$ cat config.mk
export PLATFORM = sky130hd
export DESIGN_NAME = operand_queue_flat
export DESIGN_NICKNAME = d
export VERILOG_FILES = /design/src/logic/lane_cfg_pkg.sv /design/src/logic/lane_op_pkg.sv /design/src/logic/lane_ifs.sv /design/src/logic/operand_queue.sv /design/src/flat_wrapper.sv
export SDC_FILE = /design/constraint.sdc
export NUM_CORES = 1
export LEC_CHECK = 0
export ABC_AREA = 0
export ABC_CLOCK_PERIOD_IN_PS = 7400
export BUFFER_PORTS_ARGS = -buffer_cell sky130_fd_sc_hd__buf_2
export CAP_MARGIN = 20
export CORE_MARGIN = 4
export CORE_UTILIZATION = 60
export CTS_CLUSTER_SIZE = 30
export DETAILED_ROUTE_END_ITERATION = 8
export PLACE_DENSITY_LB_ADDON = 0.3
export SKIP_LAST_GASP = 1
export SLEW_MARGIN = 20
export SYNTH_ARGS = -nofsm -noshare
export SYNTH_HDL_FRONTEND = slang
export SYNTH_SLANG_ARGS = --single-unit
$ cat constraint.sdc
create_clock -name clk_i -period 7.4 [get_ports clk_i]
set_input_delay 1.48 -clock clk_i [delete_from_list [all_inputs] [get_ports clk_i]]
set_output_delay 1.48 -clock clk_i [all_outputs]
set_load 0.02 [all_outputs]
$ cat src/logic/lane_cfg_pkg.sv
// Lane datapath configuration
`default_nettype none

package lane_cfg_pkg;

  ////////////////////////////////////////////////////////////
  // Sizes
  ////////////////////////////////////////////////////////////

  // Width of one datapath word
  localparam int ElenWidth = 64;

  // Register file geometry seen by this lane
  localparam int NrVRegs = 32;
  localparam int NrWords = 4;

  // One bank per word index of a register
  localparam int NrBanks = 4;

  // Entries between sequencer and ALU
  localparam int QueueDepth = 4;

  ////////////////////////////////////////////////////////////
  // Types
  ////////////////////////////////////////////////////////////

  typedef logic [ElenWidth-1:0]        elen_t;
  typedef logic [$clog2(NrVRegs)-1:0]  vreg_idx_t;
  typedef logic [$clog2(NrWords)-1:0]  word_idx_t;

endpackage

`default_nettype wire

$ cat src/logic/lane_op_pkg.sv
// Vector instruction encoding
`default_nettype none

package lane_op_pkg;

  // Element-wise ALU operations
  typedef enum logic [2:0] {
    ALU_ADD,
    ALU_SUB,
    ALU_AND,
    ALU_OR,
    ALU_XOR,
    ALU_MV
  } alu_op_e;

  // Element width inside a 64-bit word
  typedef enum logic [1:0] {
    EW8,
    EW16,
    EW32,
    EW64
  } vew_e;

endpackage

`default_nettype wire

$ cat src/logic/lane_ifs.sv
// Lane internal interfaces
`default_nettype none

// Operand pairs with their context
interface opq_if;
  logic                    valid;
  logic                    ready;
  lane_cfg_pkg::elen_t     opnd_a;
  lane_cfg_pkg::elen_t     opnd_b;
  lane_op_pkg::alu_op_e    op;
  lane_op_pkg::vew_e       vew;
  lane_cfg_pkg::vreg_idx_t vd;
  lane_cfg_pkg::word_idx_t word;
  logic                    last;

  modport producer (output valid, opnd_a, opnd_b, op, vew, vd, word, last, input ready);
  modport consumer (input valid, opnd_a, opnd_b, op, vew, vd, word, last, output ready);
endinterface


`default_nettype wire

$ cat src/logic/operand_queue.sv
// Operand pair FIFO
`default_nettype none

module operand_queue (
  input  wire      clk_i,
  input  wire      rst_ni,
  opq_if.consumer  in,
  opq_if.producer  out
);

  logic [$clog2(lane_cfg_pkg::QueueDepth)-1:0]   wr_ptr_q, rd_ptr_q;
  logic [$clog2(lane_cfg_pkg::QueueDepth+1)-1:0] count_q;
  logic                                          push, pop;

  // Entry storage
  lane_cfg_pkg::elen_t     opnd_a_q [lane_cfg_pkg::QueueDepth];
  lane_cfg_pkg::elen_t     opnd_b_q [lane_cfg_pkg::QueueDepth];
  lane_op_pkg::alu_op_e    op_q     [lane_cfg_pkg::QueueDepth];
  lane_op_pkg::vew_e       vew_q    [lane_cfg_pkg::QueueDepth];
  lane_cfg_pkg::vreg_idx_t vd_q     [lane_cfg_pkg::QueueDepth];
  lane_cfg_pkg::word_idx_t word_q   [lane_cfg_pkg::QueueDepth];
  logic                    last_q   [lane_cfg_pkg::QueueDepth];

  // Two free slots needed as one is held for the read in flight
  assign in.ready = (int'(count_q) + 2 <= lane_cfg_pkg::QueueDepth);

  // The in-flight word was granted its slot when its read went out
  assign push = in.valid;
  assign pop  = out.valid && out.ready;

  always_ff @(posedge clk_i or negedge rst_ni) begin
    if (!rst_ni) begin
      wr_ptr_q <= '0;
      rd_ptr_q <= '0;
      count_q  <= '0;
    end else begin
      if (push) begin
        wr_ptr_q <= (int'(wr_ptr_q) == lane_cfg_pkg::QueueDepth - 1) ? '0 : wr_ptr_q + 1'b1;
      end
      if (pop) begin
        rd_ptr_q <= (int'(rd_ptr_q) == lane_cfg_pkg::QueueDepth - 1) ? '0 : rd_ptr_q + 1'b1;
      end
      if (push && !pop) count_q <= count_q + 1'b1;
      else if (pop && !push) count_q <= count_q - 1'b1;
    end
  end

  always_ff @(posedge clk_i) begin
    if (push) begin
      opnd_a_q[wr_ptr_q] <= in.opnd_a;
      opnd_b_q[wr_ptr_q] <= in.opnd_b;
      op_q[wr_ptr_q]     <= in.op;
      vew_q[wr_ptr_q]    <= in.vew;
      vd_q[wr_ptr_q]     <= in.vd;
      word_q[wr_ptr_q]   <= in.word;
      last_q[wr_ptr_q]   <= in.last;
    end
  end

  assign out.valid  = (count_q != '0);
  assign out.opnd_a = opnd_a_q[rd_ptr_q];
  assign out.opnd_b = opnd_b_q[rd_ptr_q];
  assign out.op     = op_q[rd_ptr_q];
  assign out.vew    = vew_q[rd_ptr_q];
  assign out.vd     = vd_q[rd_ptr_q];
  assign out.word   = word_q[rd_ptr_q];
  assign out.last   = last_q[rd_ptr_q];

endmodule

`default_nettype wire

$ cat src/flat_wrapper.sv
// flat-port wrapper written by rule: the top's interface ports become plain ports
module operand_queue_flat 
  (clk_i, rst_ni, in_valid, in_opnd_a, in_opnd_b, in_op, in_vew, in_vd, in_word, in_last, in_ready, out_valid, out_opnd_a, out_opnd_b, out_op, out_vew, out_vd, out_word, out_last, out_ready);
  opq_if in_i ();
  opq_if out_i ();
  input  wire clk_i;
  input  wire rst_ni;
  input wire logic [$bits(in_i.valid)-1:0] in_valid;
  input wire logic [$bits(in_i.opnd_a)-1:0] in_opnd_a;
  input wire logic [$bits(in_i.opnd_b)-1:0] in_opnd_b;
  input wire logic [$bits(in_i.op)-1:0] in_op;
  input wire logic [$bits(in_i.vew)-1:0] in_vew;
  input wire logic [$bits(in_i.vd)-1:0] in_vd;
  input wire logic [$bits(in_i.word)-1:0] in_word;
  input wire logic [$bits(in_i.last)-1:0] in_last;
  output wire logic [$bits(in_i.ready)-1:0] in_ready;
  output wire logic [$bits(out_i.valid)-1:0] out_valid;
  output wire logic [$bits(out_i.opnd_a)-1:0] out_opnd_a;
  output wire logic [$bits(out_i.opnd_b)-1:0] out_opnd_b;
  output wire logic [$bits(out_i.op)-1:0] out_op;
  output wire logic [$bits(out_i.vew)-1:0] out_vew;
  output wire logic [$bits(out_i.vd)-1:0] out_vd;
  output wire logic [$bits(out_i.word)-1:0] out_word;
  output wire logic [$bits(out_i.last)-1:0] out_last;
  input wire logic [$bits(out_i.ready)-1:0] out_ready;
  assign in_i.valid = in_valid;
  assign in_i.opnd_a = in_opnd_a;
  assign in_i.opnd_b = in_opnd_b;
  assign in_i.op = in_op;
  assign in_i.vew = in_vew;
  assign in_i.vd = in_vd;
  assign in_i.word = in_word;
  assign in_i.last = in_last;
  assign in_ready = in_i.ready;
  assign out_valid = out_i.valid;
  assign out_opnd_a = out_i.opnd_a;
  assign out_opnd_b = out_i.opnd_b;
  assign out_op = out_i.op;
  assign out_vew = out_i.vew;
  assign out_vd = out_i.vd;
  assign out_word = out_i.word;
  assign out_last = out_i.last;
  assign out_i.ready = out_ready;
  operand_queue u_core (.clk_i(clk_i), .rst_ni(rst_ni), .in(in_i), .out(out_i));
endmodule
==> results.md, run 1 <==
- The estimated wirelength of the detail-placed design is 23260 microns.
- The number of synthesis warnings is 0.
- At the pin with the least slew margin, the transition time is 0.9713 ns.
- The die footprint is 37630 sq um.
- The fraction of layout instances using a drive strength above 1 is 0.4596.
- The leading cell type by number of instances after synthesis is sky130_fd_sc_hd__edfxtp_1.
- The category of the worst setup path capture point is an output pin.
- The type of the setup path with the least slack is flop to output pin.
- The first-pass detailed-route iteration total is 5.
- The TritonCTS clock tree is built.
- The compound-gate portion of the synthesized area is 0.0007234.
- The number of buffer cells added on primary ports is 287.
- In the global route stage, overall resource usage came out at 0.2116.
- Across the run, the number of max-cap violations was 0.
- The worst-case IR drop observed on VDD is 269.4 uV.
- The share of the Yosys chip area taken by registers is 0.8245.
- Headroom to the max-slew limit came out at 0.3525.
- For this run, the slowest stage of the critical path takes 0.92 ns.
- Summed over all instances, the cell type with the most area after synthesis is sky130_fd_sc_hd__edfxtp_1.
- The relative area change from synthesis to final layout is 17.78%.
- Pin placement for this block handled 288 I/O pins.
- At the end of the flow, the number of nets in the layout was 1249.
- The final count of pins violating max slew is 0.
- The total area inside the core boundary comes to 33870 sq um.
- The number of global-route vias before repair is 10.07k.
- The power density over cell area is 411.9 nW/um^2.
- The total detailed-routing wirelength is 40130 microns.
- Once the clock tree was built, the setup fixing pass inserted 0 buffers.
- The maximum number of pins on one net before global-route repair is 124.
- The synthesized design contains 564 enable-type register cells.
- The leakage power figure is 8.324 nW.
- In the routed design, unresolved DRC markers number 0.
- The main combinational cell family by area after synthesis is multiplexers.
- Of the total synthesized cell area, the portion taken by XOR and XNOR cells is 0.001266.
- The clock skew after layout is 0.01871 ns.
- Of the total synthesized cell area, the portion taken by AND, OR, NAND and NOR gates is 0.002954.
- Setup violations remaining at the end of the flow were counted as 0.
- The synthesized-area fraction occupied by adder cells is 0.005184.
- In the final routed layout, each cell accounts on average for 25.16 microns.
- The worst hold margin is 0.5054 ns.
- The flow ran to the end, and the final reports show no timing, DRC or antenna violations.
- The signal on the critical path passes through buf_4, mux4_2, buf_2.
- The sum of negative setup slack is 0 ns.
- Among all flip-flop cells after synthesis, the most frequent one is sky130_fd_sc_hd__edfxtp_1.
- The number of cells in the design after placement is 1489.
- The data arrival time of the critical path is 3.05 ns.
- The number of cells on the worst hold path is 1.
- The required time of the critical path is 5.92 ns.
- Of the available clock period, the critical path in the final layout requires 0.6126.
- The clock-pin slew on the worst setup and hold paths is 0.06 ns.
- Among all stages on the critical path, the largest delay is contributed by sky130_fd_sc_hd__dfrtp_4.
- The placer congestion estimate is 0.7192.
- Setup repair after global routing left no endpoint under its margin.
- The kind of start point of the critical path is a flop.
- The number of hold violations in the final report came to 0.
- The final standard cell count with taps included and fillers excluded is 1595.
- The starting utilization of the core area is 0.6128.
- The CTS root buffer is sky130_fd_sc_hd__clkbuf_16.
- The residual overflow from global routing is 0.
- The highest clock rate is 220.6 MHz.
- The maximum net fanout on the critical path is 40.
- In this run the remaining antenna-violating nets after routing total 0.
- Yosys attributes the largest share of cell area to sky130_fd_sc_hd__edfxtp_1 82%, sky130_fd_sc_hd__mux4_2 15%, sky130_fd_sc_hd__dfrtp_1 0.84%.
- The post-synthesis cell count is 776.
- The final period demand of the worst path is 4.533 ns.
- Summing every instance area after synthesis gives 20750 sq um.
- The number of placement rows is 67.
- The fraction of synthesized area in multiplexers is 0.1546.
- The worst reg2reg path depth is 3.
- The clock passes through at most 3 buffers.
- The synthesized flop and latch total is 571.
- The hold buffer count at CTS is 0.
- The first global-routing pass estimated 60690 microns of wire.
- The die height is 194.0 microns.
- The mean number of vias per cell is 5.915.
- The post-synthesis async set-or-reset flop share is 0.01226.
- The number of antenna violations at the first check in global routing is 14.
- Across all layers, the routed design uses 9434 vias.
- In this run the horizontal extent of the chip is 194.0 microns.
- The worst hold path class is flop to flop.
- The clock drives 571 sinks.
- The number of distinct library cells after synthesis is 19.
- After synthesis, the most frequently instantiated cells are 564 x sky130_fd_sc_hd__edfxtp_1, 141 x sky130_fd_sc_hd__mux4_2, 17 x sky130_fd_sc_hd__buf_2.
- Clock latency on the worst-skew pair, taken at its later pin, is 0.57 ns.
- CTS built an H-tree with a depth of 2.
- The net count after synthesis is 929.
- The number of gates resized after CTS is 0.
- The area share of the leading cell type in the synthesized netlist is 0.8160.
- A synthesized cell averages 26.75 sq um.
- The first routing iteration left 612 violations.
- The core occupancy in the finished layout is 0.7218.
- The TritonCTS buffer count is 53.
cell families (layout without fill, tap and decap cells):
group / after synthesis / after routing
AO/OA/AOI/OAI: 3 / 3
XOR/XNOR: 3 / 3
adder cells (fa/ha/maj): 8 / 8
buffers and inverters: 35 / 399
flip-flops: 571 / 571
multiplexers: 144 / 144
other: 0 / 7
AND/OR/NAND/NOR: 12 / 12
metal layers:
metal | share of wire | global-route usage | up-vias
met2 | 0.51 | 0.3421 | 389
met1 | 0.38 | 0.2880 | 4942
met5 | 0.0019 | 0 | -
met4 | 0.024 | 0.06042 | 14
met3 | 0.089 | 0.06377 | 76
li1 | - | - | 4013
power by group:
part | switching, mW | total [mW] | internal (mW)
logic | 1.75 | 2.96 | 1.21
registers | 0.257 | 4.41 | 4.15
clock network | 1.11 | 2.71 | 1.60
total | 3.11 | 10.1 | 6.96
worst max-delay path, delay by kind of cell, from the launching register on:
kind / cells / cell delay [ns]
multiplexers: 1 / 0.61
buffers and inverters: 2 / 0.86
flip-flops: 1 / 0.92
state kept, by name (all words and copies together), names as in the netlist:
| register | cells |
|---|---|
| u_core.opnd_a_q | 256 |
| u_core.opnd_b_q | 256 |
| u_core.vd_q | 20 |
| u_core.op_q | 12 |
| u_core.vew_q | 8 |
| u_core.word_q | 8 |
| u_core.last_q | 4 |
| u_core.count_q | 3 |
| u_core.rd_ptr_q | 2 |
| u_core.wr_ptr_q | 2 |
final timing paths:
kind,from,endpoint,slack [ns]
setup / recovery,u_core.rd_ptr_q[0],out_opnd_b[20],2.87
hold / removal,u_core.count_q[2],u_core.count_q[2],0.51
setup reg to reg,u_core.wr_ptr_q[0],u_core.opnd_a_q[3][37],5.00
hold reg to reg,u_core.count_q[2],u_core.count_q[2],0.51
max in group asynchronous,rst_ni,u_core.rd_ptr_q[1],6.48
min in group asynchronous,rst_ni,u_core.count_q[2],0.74
layout make-up:
class / instances / area, sq um
Inverter: 3 / 11.26
Timing Repair Buffer: 297 / 1549
Sequential cell: 571 / 17120
Clock inverter: 35 / 347.8
Antenna cell: 7 / 17.52
Tap cell: 448 / 560.5
Fill cell: 1933 / 9423
Clock buffer: 64 / 1410
Multi-Input combinational cell: 170 / 3430
metrics by stage:
stage / setup WS (ns) / power [mW] / cell area, sq um
6_report: 2.867 / 10.07 / 24440
5_1_grt: 2.572 / 10.51 / 24440
4_1_cts: 2.740 / 10.20 / 24430
3_5_place_dp: 3.370 / 7.469 / 22670
3_3_place_gp: 3.367 / 7.413 / 22670
2_1_floorplan: 2.181 / 6.563 / 20750
layout by cell type, fill, tap and decap left out, types with 3 or more instances in the layout:
cell                         instances
sky130_fd_sc_hd__edfxtp_1          564
sky130_fd_sc_hd__buf_2             287
sky130_fd_sc_hd__mux4_2            141
sky130_fd_sc_hd__clkbuf_16          55
sky130_fd_sc_hd__clkinv_1           13
sky130_fd_sc_hd__clkinv_2           10
sky130_fd_sc_hd__clkbuf_1            9
sky130_fd_sc_hd__diode_2             7
sky130_fd_sc_hd__ha_1                7
sky130_fd_sc_hd__bufinv_16           7
sky130_fd_sc_hd__buf_4               7
sky130_fd_sc_hd__dfrtp_1             5
sky130_fd_sc_hd__and2_4              4
sky130_fd_sc_hd__clkinvlp_4          4
sky130_fd_sc_hd__inv_1               3
sky130_fd_sc_hd__nand2_1             3
sky130_fd_sc_hd__o21ai_0             3
sky130_fd_sc_hd__mux2_2              3
sky130_fd_sc_hd__nor2_1              3
sky130_fd_sc_hd__buf_12              3
(Power assumes the default switching activity.)
==> run 2, diff against run 1 <==
--- a/config.mk
+++ b/config.mk
@@ -6,11 +6,11 @@
 export NUM_CORES = 1
 export LEC_CHECK = 0
 export ABC_AREA = 0
-export ABC_CLOCK_PERIOD_IN_PS = 7400
+export ABC_CLOCK_PERIOD_IN_PS = 3940
 export BUFFER_PORTS_ARGS = -buffer_cell sky130_fd_sc_hd__buf_2
 export CAP_MARGIN = 20
 export CORE_MARGIN = 4
-export CORE_UTILIZATION = 60
+export CORE_UTILIZATION = 51
 export CTS_CLUSTER_SIZE = 30
 export DETAILED_ROUTE_END_ITERATION = 8
 export PLACE_DENSITY_LB_ADDON = 0.3
==> constraint.sdc (replaced) <==
create_clock -name clk_i -period 3.94 [get_ports clk_i]
set_input_delay 0.788 -clock clk_i [delete_from_list [all_inputs] [get_ports clk_i]]
set_output_delay 0.788 -clock clk_i [all_outputs]
set_load 0.02 [all_outputs]
==> run 2 against run 1 <==
Net effect:
- combinational power grew 96%
- utilization shrank 10 points
- hold slack lost 0.47 ns
- first-iteration DRC count grew 18%
- clock-buffer cell count grew 5
- clock skew shrank 0.0098 ns
- via count shrank 1.0%
- non-clock buffer count grew 24
- highest routed layer unchanged
==> results.md, run 2 (synthesis gave the netlist of run 1 again) <==
- The number of top-level design ports was 288 (unchanged).
- The placer congestion estimate is 0.7391 (was 0.7192).
- The kind of start point of the critical path is a flop (unchanged).
- The TritonCTS buffer count is 55 (was 53).
- The leakage power figure came to 8.471 nW (was 8.324 nW).
- The stage delay of the slowest cell on the critical path is 0.79 ns (was 0.92 ns).
- The highest clock rate is 296.7 MHz.
- The relative area change from synthesis to final layout was 19.50% (was 17.78%).
- The estimated wirelength of the detail-placed design came to 25110 microns (was 23260 microns).
- The transition time of the tightest slew-check pin was 0.8269 ns (was 0.9713 ns).
- The maximum number of pins on one net before global-route repair is 49 (was 124).
- The number of gates resized after CTS is 0 (unchanged).
- The worst hold path class is primary input to asynchronous set/reset pin (was flop to flop).
- The final-report setup violation count came to 0 (unchanged).
- The number of cells in the design after placement is 1590 (was 1489).
- The number of buffer cells added on primary ports is 287 (unchanged).
- The worst hold margin is 0.03629 ns (was 0.5054 ns).
- The number of placement rows is 73 (was 67).
- The TritonCTS clock tree is built (unchanged).
- The latest clock arrival within the worst-skew pair was 0.58 ns (was 0.57 ns).
- Commonest non-fill, non-tap cells in the layout: 564 x sky130_fd_sc_hd__edfxtp_1, 287 x sky130_fd_sc_hd__buf_2, 141 x sky130_fd_sc_hd__mux4_2, 57 x sky130_fd_sc_hd__clkbuf_16, 24 x sky130_fd_sc_hd__buf_4 (was 564 x sky130_fd_sc_hd__edfxtp_1, 287 x sky130_fd_sc_hd__buf_2, 141 x sky130_fd_sc_hd__mux4_2, 55 x sky130_fd_sc_hd__clkbuf_16, 13 x sky130_fd_sc_hd__clkinv_1).
- The die height came to 209.7 microns (was 194.0 microns).
- The data arrival time of the critical path was 2.58 ns (was 3.05 ns).
- The category of the worst setup path capture point is an output pin (unchanged).
- The type of the setup path with the least slack is flop to output pin (unchanged).
- The maximum root-to-sink buffer count came to 3 (unchanged).
- The most common cell after layout, fill and taps aside was sky130_fd_sc_hd__edfxtp_1 (unchanged).
- Dividing the final minimum period by the clock period gives 0.8554.
- The starting utilization of the core area is 0.5188 (was 0.6128).
- Subtracting the final worst setup slack from the clock period gives 3.370 ns.
- The sum of negative setup slack is 0 ns (unchanged).
- The number of hold violations in the final report is 0 (unchanged).
- The required time of the critical path was 3.15 ns (was 5.92 ns).
- The number of buffers added for setup after CTS is 0 (unchanged).
- The area of the multi-input gates is 3430 sq um (unchanged).
- The remaining max-slew budget at the tightest pin is 0.4488 (was 0.3525).
- The clock-pin slew on the worst setup and hold paths is 0.06 ns (about the same).
- The fraction of layout instances using a drive strength above 1 came to 0.4696 (was 0.4596).
- The final count of pins violating max slew is 0 (unchanged).
- The area of all sequential standard cells came to 17120 sq um (unchanged).
- The number of filler instances in the final layout was 2759 (was 1933).
- The total number of vias is 9335 (was 9434).
- The number of antenna violations at the first check in global routing is 6 (was 14).
- The clock skew after layout was 0.008933 ns (was 0.01871 ns).
- The number of max-cap violations was 0 (unchanged).
- The power density over cell area is 769.6 nW/um^2 (was 411.9 nW/um^2).
- The total global-route track usage is 0.1847 (was 0.2116).
- The H-tree level count is 2 (unchanged).
- The detailed-route wire length per cell is 23.85 microns (was 25.16 microns).
- The residual overflow from global routing was 0 (unchanged).
- Result of the run: complete, no violations (unchanged).
- The total detailed-routing wirelength is 40450 microns (was 40130 microns).
- The remaining design rule violation count came to 0 (unchanged).
- The TritonCTS sink count was 571 (unchanged).
- Setup repair after global routing missed its margin: no (unchanged).
- The x dimension of the die is 209.7 microns (was 194.0 microns).
- The CTS root buffer is sky130_fd_sc_hd__clkbuf_16 (unchanged).
- The cell with the largest stage delay on the worst path is sky130_fd_sc_hd__dfrtp_4 (unchanged).
- The total power consumption of the routed design is 19.09 mW (was 10.07 mW).
- The number of nets in the finished design is 1275 (was 1249).
- The maximum VDD drop was 538.5 uV (was 269.4 uV).
- The standard cell core area came to 40010 sq um (was 33870 sq um).
- The core occupancy in the finished layout was 0.6200 (was 0.7218).
- Chain of cells forming the critical path: buf_4, mux4_2, buf_2 (unchanged).
- The first-pass GRT wire length is 61400 microns (was 60690 microns).
- The top cell family by delay on the critical path was flip-flops (unchanged).
- The die footprint came to 43990 sq um (was 37630 sq um).
- The maximum net fanout on the critical path is 26 (was 40).
- The post-route antenna net violation count came to 0 (unchanged).
- The number of global-route vias before repair is 9871 (was 10.07k).
- The mean number of vias per cell is 5.504 (was 5.915).
- The number of DRC markers after the initial detailed-route iteration was 720 (was 612).
- The number of buffer and inverter stages on the critical path is 2 (unchanged).
- The first-pass detailed-route iteration total was 7 (was 5).
- The hold buffer count at CTS came to 0 (unchanged).
- Leading registers by flop count: u_core.opnd_a_q: 256 flops, u_core.opnd_b_q: 256 flops, u_core.vd_q: 20 flops (unchanged).
- The final standard cell count with taps included and fillers excluded is 1696 (was 1595).
==> run 2: changes by cell type in the layout (fill, tap and decap cells not counted) <==
cell | before | now
sky130_fd_sc_hd__buf_4 | 7 | 24
sky130_fd_sc_hd__buf_12 | 3 | 10
sky130_fd_sc_hd__clkbuf_1 | 9 | 12
sky130_fd_sc_hd__diode_2 | 7 | 4
sky130_fd_sc_hd__bufinv_16 | 7 | 5
sky130_fd_sc_hd__clkbuf_16 | 55 | 57
==> run 2: per-layer routing <==
| layer | vias up | GRT usage | routed length [microns] |
|---|---|---|---|
| met2 | 322 | 0.2940 | 20030 |
| li1 | 4067 | - | - |
| met3 | 60 | 0.05441 | 3205 |
| met1 | 4876 | 0.2564 | 16420 |
| met4 | 10 | 0.04815 | 726 |
| met5 | - | 0 | 69 |
==> run 2: final timing paths <==
kind                            depth (start not counted)                     to  slack, ns          startpoint
worst max-delay path                                    3         out_opnd_a[62]       0.57  u_core.rd_ptr_q[0]
worst min-delay path                                    1     u_core.rd_ptr_q[1]       0.04              rst_ni
worst max register to register                          8      u_core.count_q[2]       1.81   u_core.count_q[0]
worst min register to register                          1      u_core.count_q[2]       0.49   u_core.count_q[2]
max in group asynchronous                               1     u_core.rd_ptr_q[0]       3.72              rst_ni
min in group clk_i                                      1  u_core.opnd_b_q[1][6]       0.42        in_opnd_b[6]
==> run 2: through the flow <==
stage / worst slack (ns) / instance area, sq um
floorplan: 0.9614 / 20760
global placement: 1.144 / 23030
detailed placement: 1.127 / 23030
CTS: 0.4512 / 24790
global route: 0.3805 / 24790
finish: 0.5699 / 24800
==> run 2: layout make-up <==
type	instances	share of cell area
tap	525	0.02648
sequential	571	0.6902
inverter	3	0.0004540
antenna	4	0.0004036
timing repair buffer	321	0.07325
multi-input combinational	170	0.1383
clock buffer	69	0.05933
clock inverter	33	0.01160
==> run 2: report_power, final <==
part / total, mW / leakage, nW / switching, mW / internal [mW]
logic: 5.81 / 2.36 / 3.38 / 2.43
clock network: 5.08 / 0.852 / 2.12 / 2.97
registers: 8.19 / 5.26 / 0.414 / 7.78
