**config.mk**
```make
export PLATFORM = sky130hd
export DESIGN_NAME = lane_sequencer_flat
export DESIGN_NICKNAME = d
export VERILOG_FILES = /design/src/logic/lane_cfg_pkg.sv /design/src/logic/lane_op_pkg.sv /design/src/logic/lane_ifs.sv /design/src/logic/lane_sequencer.sv /design/src/flat_wrapper.sv
export SDC_FILE = /design/constraint.sdc
export NUM_CORES = 1
export LEC_CHECK = 0
export BUFFER_PORTS_ARGS = -buffer_cell sky130_fd_sc_hd__buf_2
export CAP_MARGIN = 20
export CORE_AREA = 5 5 143 145
export DETAILED_ROUTE_END_ITERATION = 10
export DIE_AREA = 0 0 148 150
export GPL_TIMING_DRIVEN = 0
export SETUP_SLACK_MARGIN = 0.3
export SYNTH_ARGS = -nofsm -noshare
export SYNTH_HDL_FRONTEND = slang
export SYNTH_SLANG_ARGS = --single-unit
```
**constraint.sdc**
```tcl
create_clock -name clk_i -period 4.4 [get_ports clk_i]
set_input_delay 1.32 -clock clk_i [delete_from_list [all_inputs] [get_ports clk_i]]
set_output_delay 1.32 -clock clk_i [all_outputs]
set_load 0.02 [all_outputs]
```
**src/logic/lane_cfg_pkg.sv**
```systemverilog
// Lane datapath configuration
`default_nettype none

package lane_cfg_pkg;

  ////////////////////////////////////////////////////////////
  // Sizes
  ////////////////////////////////////////////////////////////

  // Width of one datapath word
  localparam int ElenWidth = 64;

  // Register file geometry seen by this lane
  localparam int NrVRegs = 32;
  localparam int NrWords = 4;

  // One bank per word index of a register
  localparam int NrBanks = 4;

  // Entries between sequencer and ALU
  localparam int QueueDepth = 4;

  ////////////////////////////////////////////////////////////
  // Types
  ////////////////////////////////////////////////////////////

  typedef logic [ElenWidth-1:0]        elen_t;
  typedef logic [$clog2(NrVRegs)-1:0]  vreg_idx_t;
  typedef logic [$clog2(NrWords)-1:0]  word_idx_t;

endpackage

`default_nettype wire

```
**src/logic/lane_op_pkg.sv**
```systemverilog
// Vector instruction encoding
`default_nettype none

package lane_op_pkg;

  // Element-wise ALU operations
  typedef enum logic [2:0] {
    ALU_ADD,
    ALU_SUB,
    ALU_AND,
    ALU_OR,
    ALU_XOR,
    ALU_MV
  } alu_op_e;

  // Element width inside a 64-bit word
  typedef enum logic [1:0] {
    EW8,
    EW16,
    EW32,
    EW64
  } vew_e;

endpackage

`default_nettype wire

```
**src/logic/lane_ifs.sv**
```systemverilog
// Lane internal interfaces
`default_nettype none

// Operand pairs with their context
interface opq_if;
  logic                    valid;
  logic                    ready;
  lane_cfg_pkg::elen_t     opnd_a;
  lane_cfg_pkg::elen_t     opnd_b;
  lane_op_pkg::alu_op_e    op;
  lane_op_pkg::vew_e       vew;
  lane_cfg_pkg::vreg_idx_t vd;
  lane_cfg_pkg::word_idx_t word;
  logic                    last;

  modport producer (output valid, opnd_a, opnd_b, op, vew, vd, word, last, input ready);
  modport consumer (input valid, opnd_a, opnd_b, op, vew, vd, word, last, output ready);
endinterface

// Operand reads, data one cycle after rd_en
interface vrf_rd_if;
  logic                    rd_en;
  lane_cfg_pkg::vreg_idx_t vreg_a;
  lane_cfg_pkg::vreg_idx_t vreg_b;
  lane_cfg_pkg::word_idx_t word;
  lane_cfg_pkg::elen_t     data_a;
  lane_cfg_pkg::elen_t     data_b;

  modport requester (output rd_en, vreg_a, vreg_b, word, input data_a, data_b);
  modport regfile (input rd_en, vreg_a, vreg_b, word, output data_a, data_b);
endinterface


`default_nettype wire

```
**src/logic/lane_sequencer.sv**
```systemverilog
// Lane instruction sequencer
`default_nettype none

module lane_sequencer (
  input  wire                      clk_i,
  input  wire                      rst_ni,
  input  wire                      insn_req_i,
  input  lane_op_pkg::alu_op_e     insn_op_i,
  input  lane_op_pkg::vew_e        insn_vew_i,
  input  lane_cfg_pkg::vreg_idx_t  insn_vd_i,
  input  lane_cfg_pkg::vreg_idx_t  insn_vs1_i,
  input  lane_cfg_pkg::vreg_idx_t  insn_vs2_i,
  input  wire                      insn_use_scalar_i,
  input  lane_cfg_pkg::elen_t      insn_scalar_i,
  input  wire                      alu_done_i,
  output logic                     insn_ack_o,
  vrf_rd_if.requester              rd,
  opq_if.producer                  opq
);

  typedef enum logic [1:0] {IDLE, ISSUE, DRAIN, ACK} state_e;

  state_e                  state_q, state_d;
  lane_cfg_pkg::word_idx_t word_q;
  logic                    rd_pend_q;
  lane_cfg_pkg::word_idx_t rd_word_q;
  lane_cfg_pkg::elen_t     scalar_rep;

  // Latched instruction
  lane_op_pkg::alu_op_e    op_q;
  lane_op_pkg::vew_e       vew_q;
  lane_cfg_pkg::vreg_idx_t vd_q, vs1_q, vs2_q;
  logic                    use_scalar_q;
  lane_cfg_pkg::elen_t     scalar_q;

  ////////////////////////////////////////////////////////////
  // Control
  ////////////////////////////////////////////////////////////

  always_comb begin
    state_d = state_q;
    case (state_q)
      IDLE:  if (insn_req_i) state_d = ISSUE;
      ISSUE: if (rd.rd_en && word_q == lane_cfg_pkg::word_idx_t'(lane_cfg_pkg::NrWords - 1))
               state_d = DRAIN;
      DRAIN: if (alu_done_i) state_d = ACK;
      ACK:   if (!insn_req_i) state_d = IDLE;
      default: state_d = IDLE;
    endcase
  end

  always_ff @(posedge clk_i or negedge rst_ni) begin
    if (!rst_ni) begin
      state_q   <= IDLE;
      word_q    <= '0;
      rd_pend_q <= 1'b0;
      rd_word_q <= '0;
    end else begin
      state_q   <= state_d;
      rd_pend_q <= rd.rd_en;
      rd_word_q <= word_q;
      if (state_q == IDLE) word_q <= '0;
      else if (rd.rd_en) word_q <= word_q + 1'b1;
    end
  end

  always_ff @(posedge clk_i) begin
    if (state_q == IDLE && insn_req_i) begin
      op_q         <= insn_op_i;
      vew_q        <= insn_vew_i;
      vd_q         <= insn_vd_i;
      vs1_q        <= insn_vs1_i;
      vs2_q        <= insn_vs2_i;
      use_scalar_q <= insn_use_scalar_i;
      scalar_q     <= insn_scalar_i;
    end
  end

  assign insn_ack_o = (state_q == ACK);

  // Reads only while the queue keeps room for the word in flight
  assign rd.rd_en  = (state_q == ISSUE) && opq.ready;
  assign rd.vreg_a = vs1_q;
  assign rd.vreg_b = vs2_q;
  assign rd.word   = word_q;

  ////////////////////////////////////////////////////////////
  // Operand push
  ////////////////////////////////////////////////////////////

  // Low element of the scalar repeated over the word
  always_comb begin
    case (vew_q)
      lane_op_pkg::EW8:  scalar_rep = {8{scalar_q[7:0]}};
      lane_op_pkg::EW16: scalar_rep = {4{scalar_q[15:0]}};
      lane_op_pkg::EW32: scalar_rep = {2{scalar_q[31:0]}};
      default:           scalar_rep = scalar_q;
    endcase
  end

  assign opq.valid  = rd_pend_q;
  assign opq.opnd_a = use_scalar_q ? scalar_rep : rd.data_a;
  assign opq.opnd_b = rd.data_b;
  assign opq.op     = op_q;
  assign opq.vew    = vew_q;
  assign opq.vd     = vd_q;
  assign opq.word   = rd_word_q;
  assign opq.last   = (rd_word_q == lane_cfg_pkg::word_idx_t'(lane_cfg_pkg::NrWords - 1));

endmodule

`default_nettype wire

```
**src/flat_wrapper.sv**
```systemverilog
// flat-port wrapper written by rule: the top's interface ports become plain ports
module lane_sequencer_flat 
  (clk_i, rst_ni, insn_req_i, insn_op_i, insn_vew_i, insn_vd_i, insn_vs1_i, insn_vs2_i, insn_use_scalar_i, insn_scalar_i, alu_done_i, insn_ack_o, rd_rd_en, rd_vreg_a, rd_vreg_b, rd_word, rd_data_a, rd_data_b, opq_valid, opq_opnd_a, opq_opnd_b, opq_op, opq_vew, opq_vd, opq_word, opq_last, opq_ready);
  vrf_rd_if rd_i ();
  opq_if opq_i ();
  input  wire clk_i;
  input  wire rst_ni;
  input  wire insn_req_i;
  input  lane_op_pkg::alu_op_e insn_op_i;
  input  lane_op_pkg::vew_e insn_vew_i;
  input  lane_cfg_pkg::vreg_idx_t insn_vd_i;
  input  lane_cfg_pkg::vreg_idx_t insn_vs1_i;
  input  lane_cfg_pkg::vreg_idx_t insn_vs2_i;
  input  wire insn_use_scalar_i;
  input  lane_cfg_pkg::elen_t insn_scalar_i;
  input  wire alu_done_i;
  output logic insn_ack_o;
  output wire logic [$bits(rd_i.rd_en)-1:0] rd_rd_en;
  output wire logic [$bits(rd_i.vreg_a)-1:0] rd_vreg_a;
  output wire logic [$bits(rd_i.vreg_b)-1:0] rd_vreg_b;
  output wire logic [$bits(rd_i.word)-1:0] rd_word;
  input wire logic [$bits(rd_i.data_a)-1:0] rd_data_a;
  input wire logic [$bits(rd_i.data_b)-1:0] rd_data_b;
  output wire logic [$bits(opq_i.valid)-1:0] opq_valid;
  output wire logic [$bits(opq_i.opnd_a)-1:0] opq_opnd_a;
  output wire logic [$bits(opq_i.opnd_b)-1:0] opq_opnd_b;
  output wire logic [$bits(opq_i.op)-1:0] opq_op;
  output wire logic [$bits(opq_i.vew)-1:0] opq_vew;
  output wire logic [$bits(opq_i.vd)-1:0] opq_vd;
  output wire logic [$bits(opq_i.word)-1:0] opq_word;
  output wire logic [$bits(opq_i.last)-1:0] opq_last;
  input wire logic [$bits(opq_i.ready)-1:0] opq_ready;
  assign rd_rd_en = rd_i.rd_en;
  assign rd_vreg_a = rd_i.vreg_a;
  assign rd_vreg_b = rd_i.vreg_b;
  assign rd_word = rd_i.word;
  assign rd_i.data_a = rd_data_a;
  assign rd_i.data_b = rd_data_b;
  assign opq_valid = opq_i.valid;
  assign opq_opnd_a = opq_i.opnd_a;
  assign opq_opnd_b = opq_i.opnd_b;
  assign opq_op = opq_i.op;
  assign opq_vew = opq_i.vew;
  assign opq_vd = opq_i.vd;
  assign opq_word = opq_i.word;
  assign opq_last = opq_i.last;
  assign opq_i.ready = opq_ready;
  lane_sequencer u_core (.clk_i(clk_i), .rst_ni(rst_ni), .insn_req_i(insn_req_i), .insn_op_i(insn_op_i), .insn_vew_i(insn_vew_i), .insn_vd_i(insn_vd_i), .insn_vs1_i(insn_vs1_i), .insn_vs2_i(insn_vs2_i), .insn_use_scalar_i(insn_use_scalar_i), .insn_scalar_i(insn_scalar_i), .alu_done_i(alu_done_i), .insn_ack_o(insn_ack_o), .rd(rd_i), .opq(opq_i));
endmodule
```
==> out/results.tsv, run 1 <==
stage	metric	value	unit
timing	final-report max-slew violation count	0	
run	count of maximum capacitance violations	0	
layout	area occupied by multi-input gates	1595	sq um
layout	Final Core Density	37.91	%
drt	via count	4419	
global_route	met3 Usage GRT	4.846	%
global_route	largest net degree at the start of global routing	58	
critical_path	Crit. End Element	output pin	
cts	htree depth	3	
drt	total wire length	19750	um
floorplanning	Initial Utilization	26.55	%
timing	clock skew after layout	10.23	ps
timing	Tcrit/Tclk final	75.05	%
synthesis	dominant cells by area after synthesis	edfxtp_1, buf_4, mux2i_1, mux2_2, dfrtp_1	
synthesis	flip-flop and latch count after synthesis	92	
pwr	internal power contribution	2050	uW
floorplanning	area enclosed by the die boundary	22200	sq um
layout	area overhead of the layout relative to synthesis	42.78	%
timing	final worst hold slack	456.9	ps
timing	worst max-slew margin expressed relative to the limit	66.85	%
synthesis	area share of the largest cell type after synthesis	50.38	%
cts	buffers inserted by post-CTS timing repair	0	
timing	final-report setup violation count	0	
floorplanning	die height	150	um
synthesis	Synthesized Nets	639	
critical_path	class of the most critical setup path	reg2out	
synthesis	prevailing post-synth register cell	edfxtp_1	
cts	post_cts resized	0	
drt	number of remaining DRC errors	0	
synthesis	Post-synth EDFFs	85	
cts	master cell of the clock root buffer	clkbuf_16	
placed_design	post-detailed-placement cell area	6940	sq um
layout	most used cells in the layout excluding fill and tap cells	buf_2, edfxtp_1, buf_4, mux2i_1, nor2_1	
timing	RSZ-0062 raised after global routing	false	
pwr	fraction of power spent switching nets	37.97	%
cts	clock slew at reported path FFs	70	ps
synthesis	register area share after synthesis	53.84	%
drt	vias per cell	4.514	
run_status	outcome	completed	
cts	sinks on the clock net	92	
pwr	clock power share	23.3	%
cts	number of buffers on the longest clock path	2	
pwr	share of total power in sequential cells	37.7	%
pwr	leakage power	0.003507	uW
timing	final-layout setup total negative slack	0	ps
placed_design	total of buffers placed on input and output ports	309	
synthesis	netlist area before placement	5066	sq um
global_route	global-route wire length before repair	27260	um
global_route	initial antenna violation count	1	
synthesis	ys async rst share	7.609	%
critical_path	critical path data required time	3080	ps
pwr	Max IR drop VDD	0.0002822	V
pwr	total power density per cell area	456.9	nW/um^2
synthesis	count of cell types in the netlist	28	
drt	wire length per cell after detailed routing	20.18	um
layout	number of nets in the final layout	960	
synthesis	cell count after synthesis	415	
layout	number of antenna repair diodes	0	
global_route	M2 GR Usage	30.78	%
timing	Peak Freq	302.8	MHz
global_route	remaining global-route overflow	0	
placed_design	DPL Wire Length	16050	um
hold_path	class of the worst hold path	reg2reg	
timing	number of failing hold endpoints at the final stage	0	
layout	proportion of layout cells with a drive suffix above 1	59.78	%
timing	Least-Margin Pin Slew	497.2	ps
layout	Storage cell area	2728	sq um
synthesis	average instance area after synthesis	12.21	sq um
pwr	net switching power	1255	uW
cts	number of buffers added by the clock tree synthesis step	9	
layout	final standard cell area without fillers	7233	sq um
floorplanning	chip width	148	um
critical_path	data arrival time of the worst path	1980	ps
layout	Filler Cells Inserted	1905	
drt	Initial DRC Count	206	
synthesis	Yosys top cell by area	edfxtp_1	
pwr	power share of the combinational group	39.0	%
cts	clock latency on the worst-skew pair	350	ps
global_route	vias in the first global route	4620	
timing	final worst setup slack	1098	ps
placed_design	gp weighted congestion	0.8676	
cts	TritonCTS clock tree	done	
cts	hold buffer count at CTS	0	
critical_path	Max FO, Critical Path	10	
drt	DRT Pass-1 Iters	4	
drt	final antenna-violating net count	0	
layout	leading cell type in the layout, fill and taps excluded	buf_2	
global_route	most crowded layer after global routing	met2	
synthesis	count of synthesis-stage warnings from yosys	0	
floorplanning	number of placement rows	51	
timing	final critical path time including I/O delays and setup	3302	ps
floorplanning	standard cell core area	19080	sq um
floorplanning	IO Pins	374	
global_route	all-layer global routing usage	16.75	%
global_route	met1 Usage GRT	18.37	%
placed_design	pre-CTS worst setup slack	1245	ps
critical_path	startpoint kind of the worst setup timing path	flip-flop	
==> Yosys cell counts, types with 2 or more instances <==
master / n
nor2_1: 42
o21ai_0: 8
nand3_2: 4
inv_1: 29
o22ai_1: 8
o221ai_1: 16
clkbuf_1: 2
buf_2: 13
buf_8: 2
mux2_2: 20
ha_1: 6
mux2_4: 5
mux2i_1: 48
a21oi_1: 34
nand2_1: 4
edfxtp_1: 85
nand3_1: 5
buf_4: 67
and2_1: 2
dfrtp_1: 7
==> final cells by class <==
type                       instances  area share [%]
sequential                        92           37.71
multi-input combinational        208           22.05
timing repair buffer             310           21.76
buffer                            86           8.805
tap                              238           4.117
clock buffer                       9           3.114
inverter                          29           1.505
clock inverter                     7          0.9341
==> state kept, by name (all words and copies together), names as in the netlist <==
signal	count
u_core.opq.op	3
u_core.opq.valid	1
u_core.opq.vd	5
u_core.opq.vew	2
u_core.opq.word	2
u_core.rd.vreg_a	5
u_core.rd.vreg_b	5
u_core.rd.word	2
u_core.scalar_q	64
u_core.state_q	2
u_core.use_scalar_q	1
==> cell families (layout without fill, tap and decap cells) <==
logic type	Yosys count	after routing	synth area share, %
buffers and inverters	115	441	14.72
DFF	92	92	53.84
muxes	74	74	15.63
AOI/OAI and AO/OA	68	68	8.595
and+or+nand+nor	59	59	5.557
adders and majority gates	6	6	1.482
xor gates and xnor gates	1	1	0.1729
==> power groups by stage <==
stage | Sequential, uW | Combinational, uW | Clock [uW]
4_1_cts | 1250 | 1310 | 799
3_5_place_dp | 1270 | 1310 | 0
3_3_place_gp | 1290 | 1280 | 0
6_report | 1250 | 1290 | 769
2_1_floorplan | 1300 | 787 | 0
5_1_grt | 1270 | 1390 | 835
==> critical path, stage by stage (launching register included) <==
cell and delay [ps]:
edfxtp_1 310, buf_2 160, buf_2 330, buf_2 380, nor2_1 130, a21oi_1 150
buf_2 190
==> per-stage QoR <==
| stage | power (uW) | cells |
|---|---|---|
| 2_1_floorplan | 2088 | 415 |
| 3_3_place_gp | 2569 | 962 |
| 3_5_place_dp | 2579 | 963 |
| 4_1_cts | 3363 | 979 |
| 5_1_grt | 3489 | 979 |
| 6_report | 3305 | 979 |
==> final timing paths <==
path / from / end / slack [ps] / cells past startpoint
max: u_core.use_scalar_q$_DFFE_PP_ / opq_opnd_a[38] / 1100 / 6
min: u_core.rd.word[1]$_DFFE_PN0P_ / u_core.opq.word[1]$_DFF_PN0_ / 460 / 0
max reg2reg: u_core.state_q[0]$_DFFE_PN0P_ / u_core.scalar_q[27]$_DFFE_PP_ / 2470 / 4
min reg2reg: u_core.rd.word[1]$_DFFE_PN0P_ / u_core.opq.word[1]$_DFF_PN0_ / 460 / 0
max in group asynchronous: rst_ni / u_core.opq.word[1]$_DFF_PN0_ / 3450 / 1
min in group asynchronous: rst_ni / u_core.opq.valid$_DFF_PN0_ / 790 / 1
==> routing by layer <==
layer  wire length [um]  vias to the layer above  part of all wire [%]
met5                  7                        -                 0.035
met4                447                        2                   2.3
met3               1837                       31                   9.3
met2              10300                      258                    52
met1               7154                     2054                    36
li1                   -                     2074                     -
Note: power is estimated with default switching activity, not from simulation.
==> run 2, diff against run 1 <==
ABC_AREA = 1   (was not set)
CORE_AREA = 5 5 141 143   (was 5 5 143 145)
DIE_AREA = 0 0 146 148   (was 0 0 148 150)
clock period = 3.3 ns   (was 4.4 ns; I/O delays follow)
==> out/results.tsv, run 2 <==
stage	metric	value	unit	change
placed_design	post-detailed-placement cell area	6819	sq um	was 6940 sq um
pwr	clock power share	22.6	%	was 23.3%
synthesis	prevailing post-synth register cell	edfxtp_1		unchanged
layout	number of nets in the final layout	1098		was 960
synthesis	register area share after synthesis	55.26	%	was 53.84%
floorplanning	Initial Utilization	26.75	%	was 26.55%
timing	Peak Freq	343.1	MHz	
layout	Storage cell area	2728	sq um	unchanged
drt	total wire length	21920	um	was 19750 um
placed_design	DPL Wire Length	17540	um	was 16050 um
placed_design	gp weighted congestion	0.8516		was 0.8676
cts	master cell of the clock root buffer	clkbuf_16		unchanged
hold_path	class of the worst hold path	reg2reg		unchanged
timing	clock skew after layout	7.526	ps	was 10.23 ps
pwr	Max IR drop VDD	0.0004122	V	was 0.0002822 V
cts	number of buffers on the longest clock path	2		unchanged
layout	leading cell type in the layout, fill and taps excluded	buf_2		unchanged
pwr	fraction of power spent switching nets	40.86	%	was 37.97%
run	count of maximum capacitance violations	0		unchanged
drt	number of remaining DRC errors	0		unchanged
synthesis	Yosys top cell by area	edfxtp_1		unchanged
drt	vias per cell	4.431		was 4.514
drt	wire length per cell after detailed routing	19.66	um	was 20.18 um
global_route	initial antenna violation count	4		was 1
critical_path	Crit. End Element	output pin		unchanged
run_status	outcome	completed		unchanged
floorplanning	area enclosed by the die boundary	21610	sq um	was 22200 sq um
drt	via count	4941		was 4419
cts	hold buffer count at CTS	0		unchanged
synthesis	count of cell types in the netlist	21		was 28
synthesis	average instance area after synthesis	8.958	sq um	was 12.21 sq um
synthesis	Post-synth EDFFs	85		unchanged
layout	proportion of layout cells with a drive suffix above 1	48.12	%	was 59.78%
cts	sinks on the clock net	92		unchanged
timing	final-report setup violation count	0		unchanged
synthesis	ys async rst share	7.609	%	unchanged
timing	number of failing hold endpoints at the final stage	0		unchanged
pwr	internal power contribution	2780	uW	was 2050 uW
layout	final standard cell area without fillers	7153	sq um	was 7233 sq um
timing	Least-Margin Pin Slew	609.3	ps	was 497.2 ps
timing	worst max-slew margin expressed relative to the limit	59.38	%	was 66.85%
pwr	power share of the combinational group	41.0	%	was 39.0%
cts	htree depth	3		unchanged
global_route	largest net degree at the start of global routing	40		was 58
critical_path	Max FO, Critical Path	9		was 10
layout	most used cells in the layout excluding fill and tap cells	buf_2, nand2_1, nor2_1, edfxtp_1, buf_4		was buf_2, edfxtp_1, buf_4, mux2i_1, nor2_1
layout	Filler Cells Inserted	1900		was 1905
layout	area occupied by multi-input gates	1535	sq um	was 1595 sq um
critical_path	class of the most critical setup path	reg2out		unchanged
pwr	net switching power	1920	uW	was 1255 uW
synthesis	dominant cells by area after synthesis	edfxtp_1, nand2_1, buf_4, nor2_1, nand3_1		was edfxtp_1, buf_4, mux2i_1, mux2_2, dfrtp_1
floorplanning	IO Pins	374		unchanged
layout	area overhead of the layout relative to synthesis	44.92	%	was 42.78%
cts	TritonCTS clock tree	done		unchanged
critical_path	critical path data required time	2310	ps	was 3080 ps
timing	RSZ-0062 raised after global routing	true		was false
timing	final worst hold slack	454.9	ps	was 456.9 ps
synthesis	flip-flop and latch count after synthesis	92		unchanged
floorplanning	chip width	146	um	was 148 um
pwr	leakage power	0.003535	uW	was 0.003507 uW
layout	flip-flop count of the largest register after layout	64		unchanged
pwr	share of total power in sequential cells	36.4	%	was 37.7%
synthesis	cell with the most instances after synthesis	nand2_1		was edfxtp_1
critical_path	data arrival time of the worst path	1920	ps	was 1980 ps
floorplanning	number of placement rows	50		was 51
cts	clock slew at reported path FFs	80	ps	was 70 ps
drt	DRT Pass-1 Iters	5		was 4
timing	Tcrit/Tclk final	88.31	%	
synthesis	area share of the largest cell type after synthesis	51.71	%	was 50.38%
drt	final antenna-violating net count	0		unchanged
placed_design	total of buffers placed on input and output ports	309		unchanged
timing	final-report max-slew violation count	0		unchanged
cts	clock latency on the worst-skew pair	350	ps	about the same
drt	Initial DRC Count	201		was 206
synthesis	cell count after synthesis	551		was 415
synthesis	Synthesized Nets	775		was 639
floorplanning	die height	148	um	was 150 um
layout	Final Core Density	38.76	%	was 37.91%
synthesis	netlist area before placement	4936	sq um	was 5066 sq um
cts	number of buffers added by the clock tree synthesis step	9		unchanged
synthesis	count of synthesis-stage warnings from yosys	0		unchanged
global_route	global-route wire length before repair	30990	um	was 27260 um
global_route	vias in the first global route	5154		was 4620
pwr	PnR Total Power	4700	uW	was 3305 uW
floorplanning	standard cell core area	18460	sq um	was 19080 sq um
global_route	all-layer global routing usage	19.37	%	was 16.75%
timing	final critical path time including I/O delays and setup	2914	ps	
pwr	total power density per cell area	657.1	nW/um^2	was 456.9 nW/um^2
critical_path	startpoint kind of the worst setup timing path	flip-flop		unchanged
global_route	remaining global-route overflow	0		unchanged
layout	largest register by flop count	u_core.scalar_q		unchanged
synthesis	Post-synth top cells	nand2_1, nor2_1, edfxtp_1, buf_4, nand3_1		was edfxtp_1, buf_4, mux2i_1, nor2_1, a21oi_1
timing	final-layout setup total negative slack	0	ps	unchanged
[run 2: cell types whose count changed in the layout (fill, tap and decap cells not counted), moves of 5 or more]
| cell | delta |
|---|---|
| nand2_1 | +142 |
| nor2_1 | +75 |
| mux2i_1 | -48 |
| nand3_1 | +37 |
| inv_1 | -22 |
| mux2_2 | -20 |
| a21oi_1 | -17 |
| a31oi_1 | +16 |
| o221ai_1 | -16 |
| o22ai_1 | -8 |
| clkbuf_2 | +6 |
| mux2_4 | -5 |
[run 2: stage by stage]
| stage | std cells | worst slack [ps] |
|---|---|---|
| finish | 1115 | 385.6 |
| global placement | 1094 | -242.4 |
| global route | 1115 | 252.9 |
| floorplan | 551 | 590.9 |
| detailed placement | 1096 | 624.7 |
| CTS | 1113 | 301.6 |
[run 2: logic make-up after synthesis]
family                   share of synthesized area [%]
AND/OR/NAND/NOR                                  24.74
adder cells (fa/ha/maj)                          1.521
AO/OA/AOI/OAI                                    4.664
XOR/XNOR                                        0.1775
flip-flops                                       55.26
buffers and inverters                            13.64
[run 2: cell type report]
cell class              instances  area share [%]
well taps                     234           4.093
diodes                          2         0.06997
clock buffers                  10           3.498
multi-input cells             357           21.46
repair buffers                312           22.28
plain buffers                  89           8.921
clock inverters                 6          0.6997
flip-flops and latches         92           38.13
inverters                      13          0.8396
[run 2: final timing paths]
kind / to / slack [ps] / depth (start not counted) / start
hold reg to reg: u_core.opq.word[1]$_DFF_PN0_ / 450 / 0 / u_core.rd.word[1]$_DFFE_PN0P_
setup reg to reg: u_core.scalar_q[52]$_DFFE_PP_ / 1540 / 5 / u_core.state_q[0]$_DFFE_PN0P_
max in group asynchronous: u_core.rd.word[1]$_DFFE_PN0P_ / 2660 / 1 / rst_ni
hold / removal: u_core.opq.word[1]$_DFF_PN0_ / 450 / 0 / u_core.rd.word[1]$_DFFE_PN0P_
min in group asynchronous: u_core.opq.word[1]$_DFF_PN0_ / 470 / 1 / rst_ni
setup / recovery: opq_opnd_a[43] / 390 / 8 / u_core.opq.vew[1]$_DFFE_PP_
[run 2: timing repair]
item                                    CTS  global route
resized for setup                         2            10
endpoints found under the setup margin    3            32
setup buffers                             1             0
[run 2: metal layers]
layer	wire length, um	track usage, %
met3	2030	6.744
met2	11400	34.82
met1	7815	21.08
met5	27	0
met4	648	7.338
[run 2: power by group through the flow]
stage / Combinational [uW] / Sequential (uW) / Clock (uW)
detailed placement: 1940 / 1740 / 0
finish: 1930 / 1710 / 1060
floorplan: 1110 / 1770 / 0
global route: 2110 / 1730 / 1160
CTS: 1950 / 1710 / 1100
global placement: 1890 / 1760 / 0
[run 2: critical path, stage by stage, from the launching register on]
cell and delay (ps):
edfxtp_1 400, buf_4 200, nor2_4 270, clkinvlp_4 150, nand2_1 90, nand3_1 130, nand2_1 120, nand2_1 50
buf_2 150
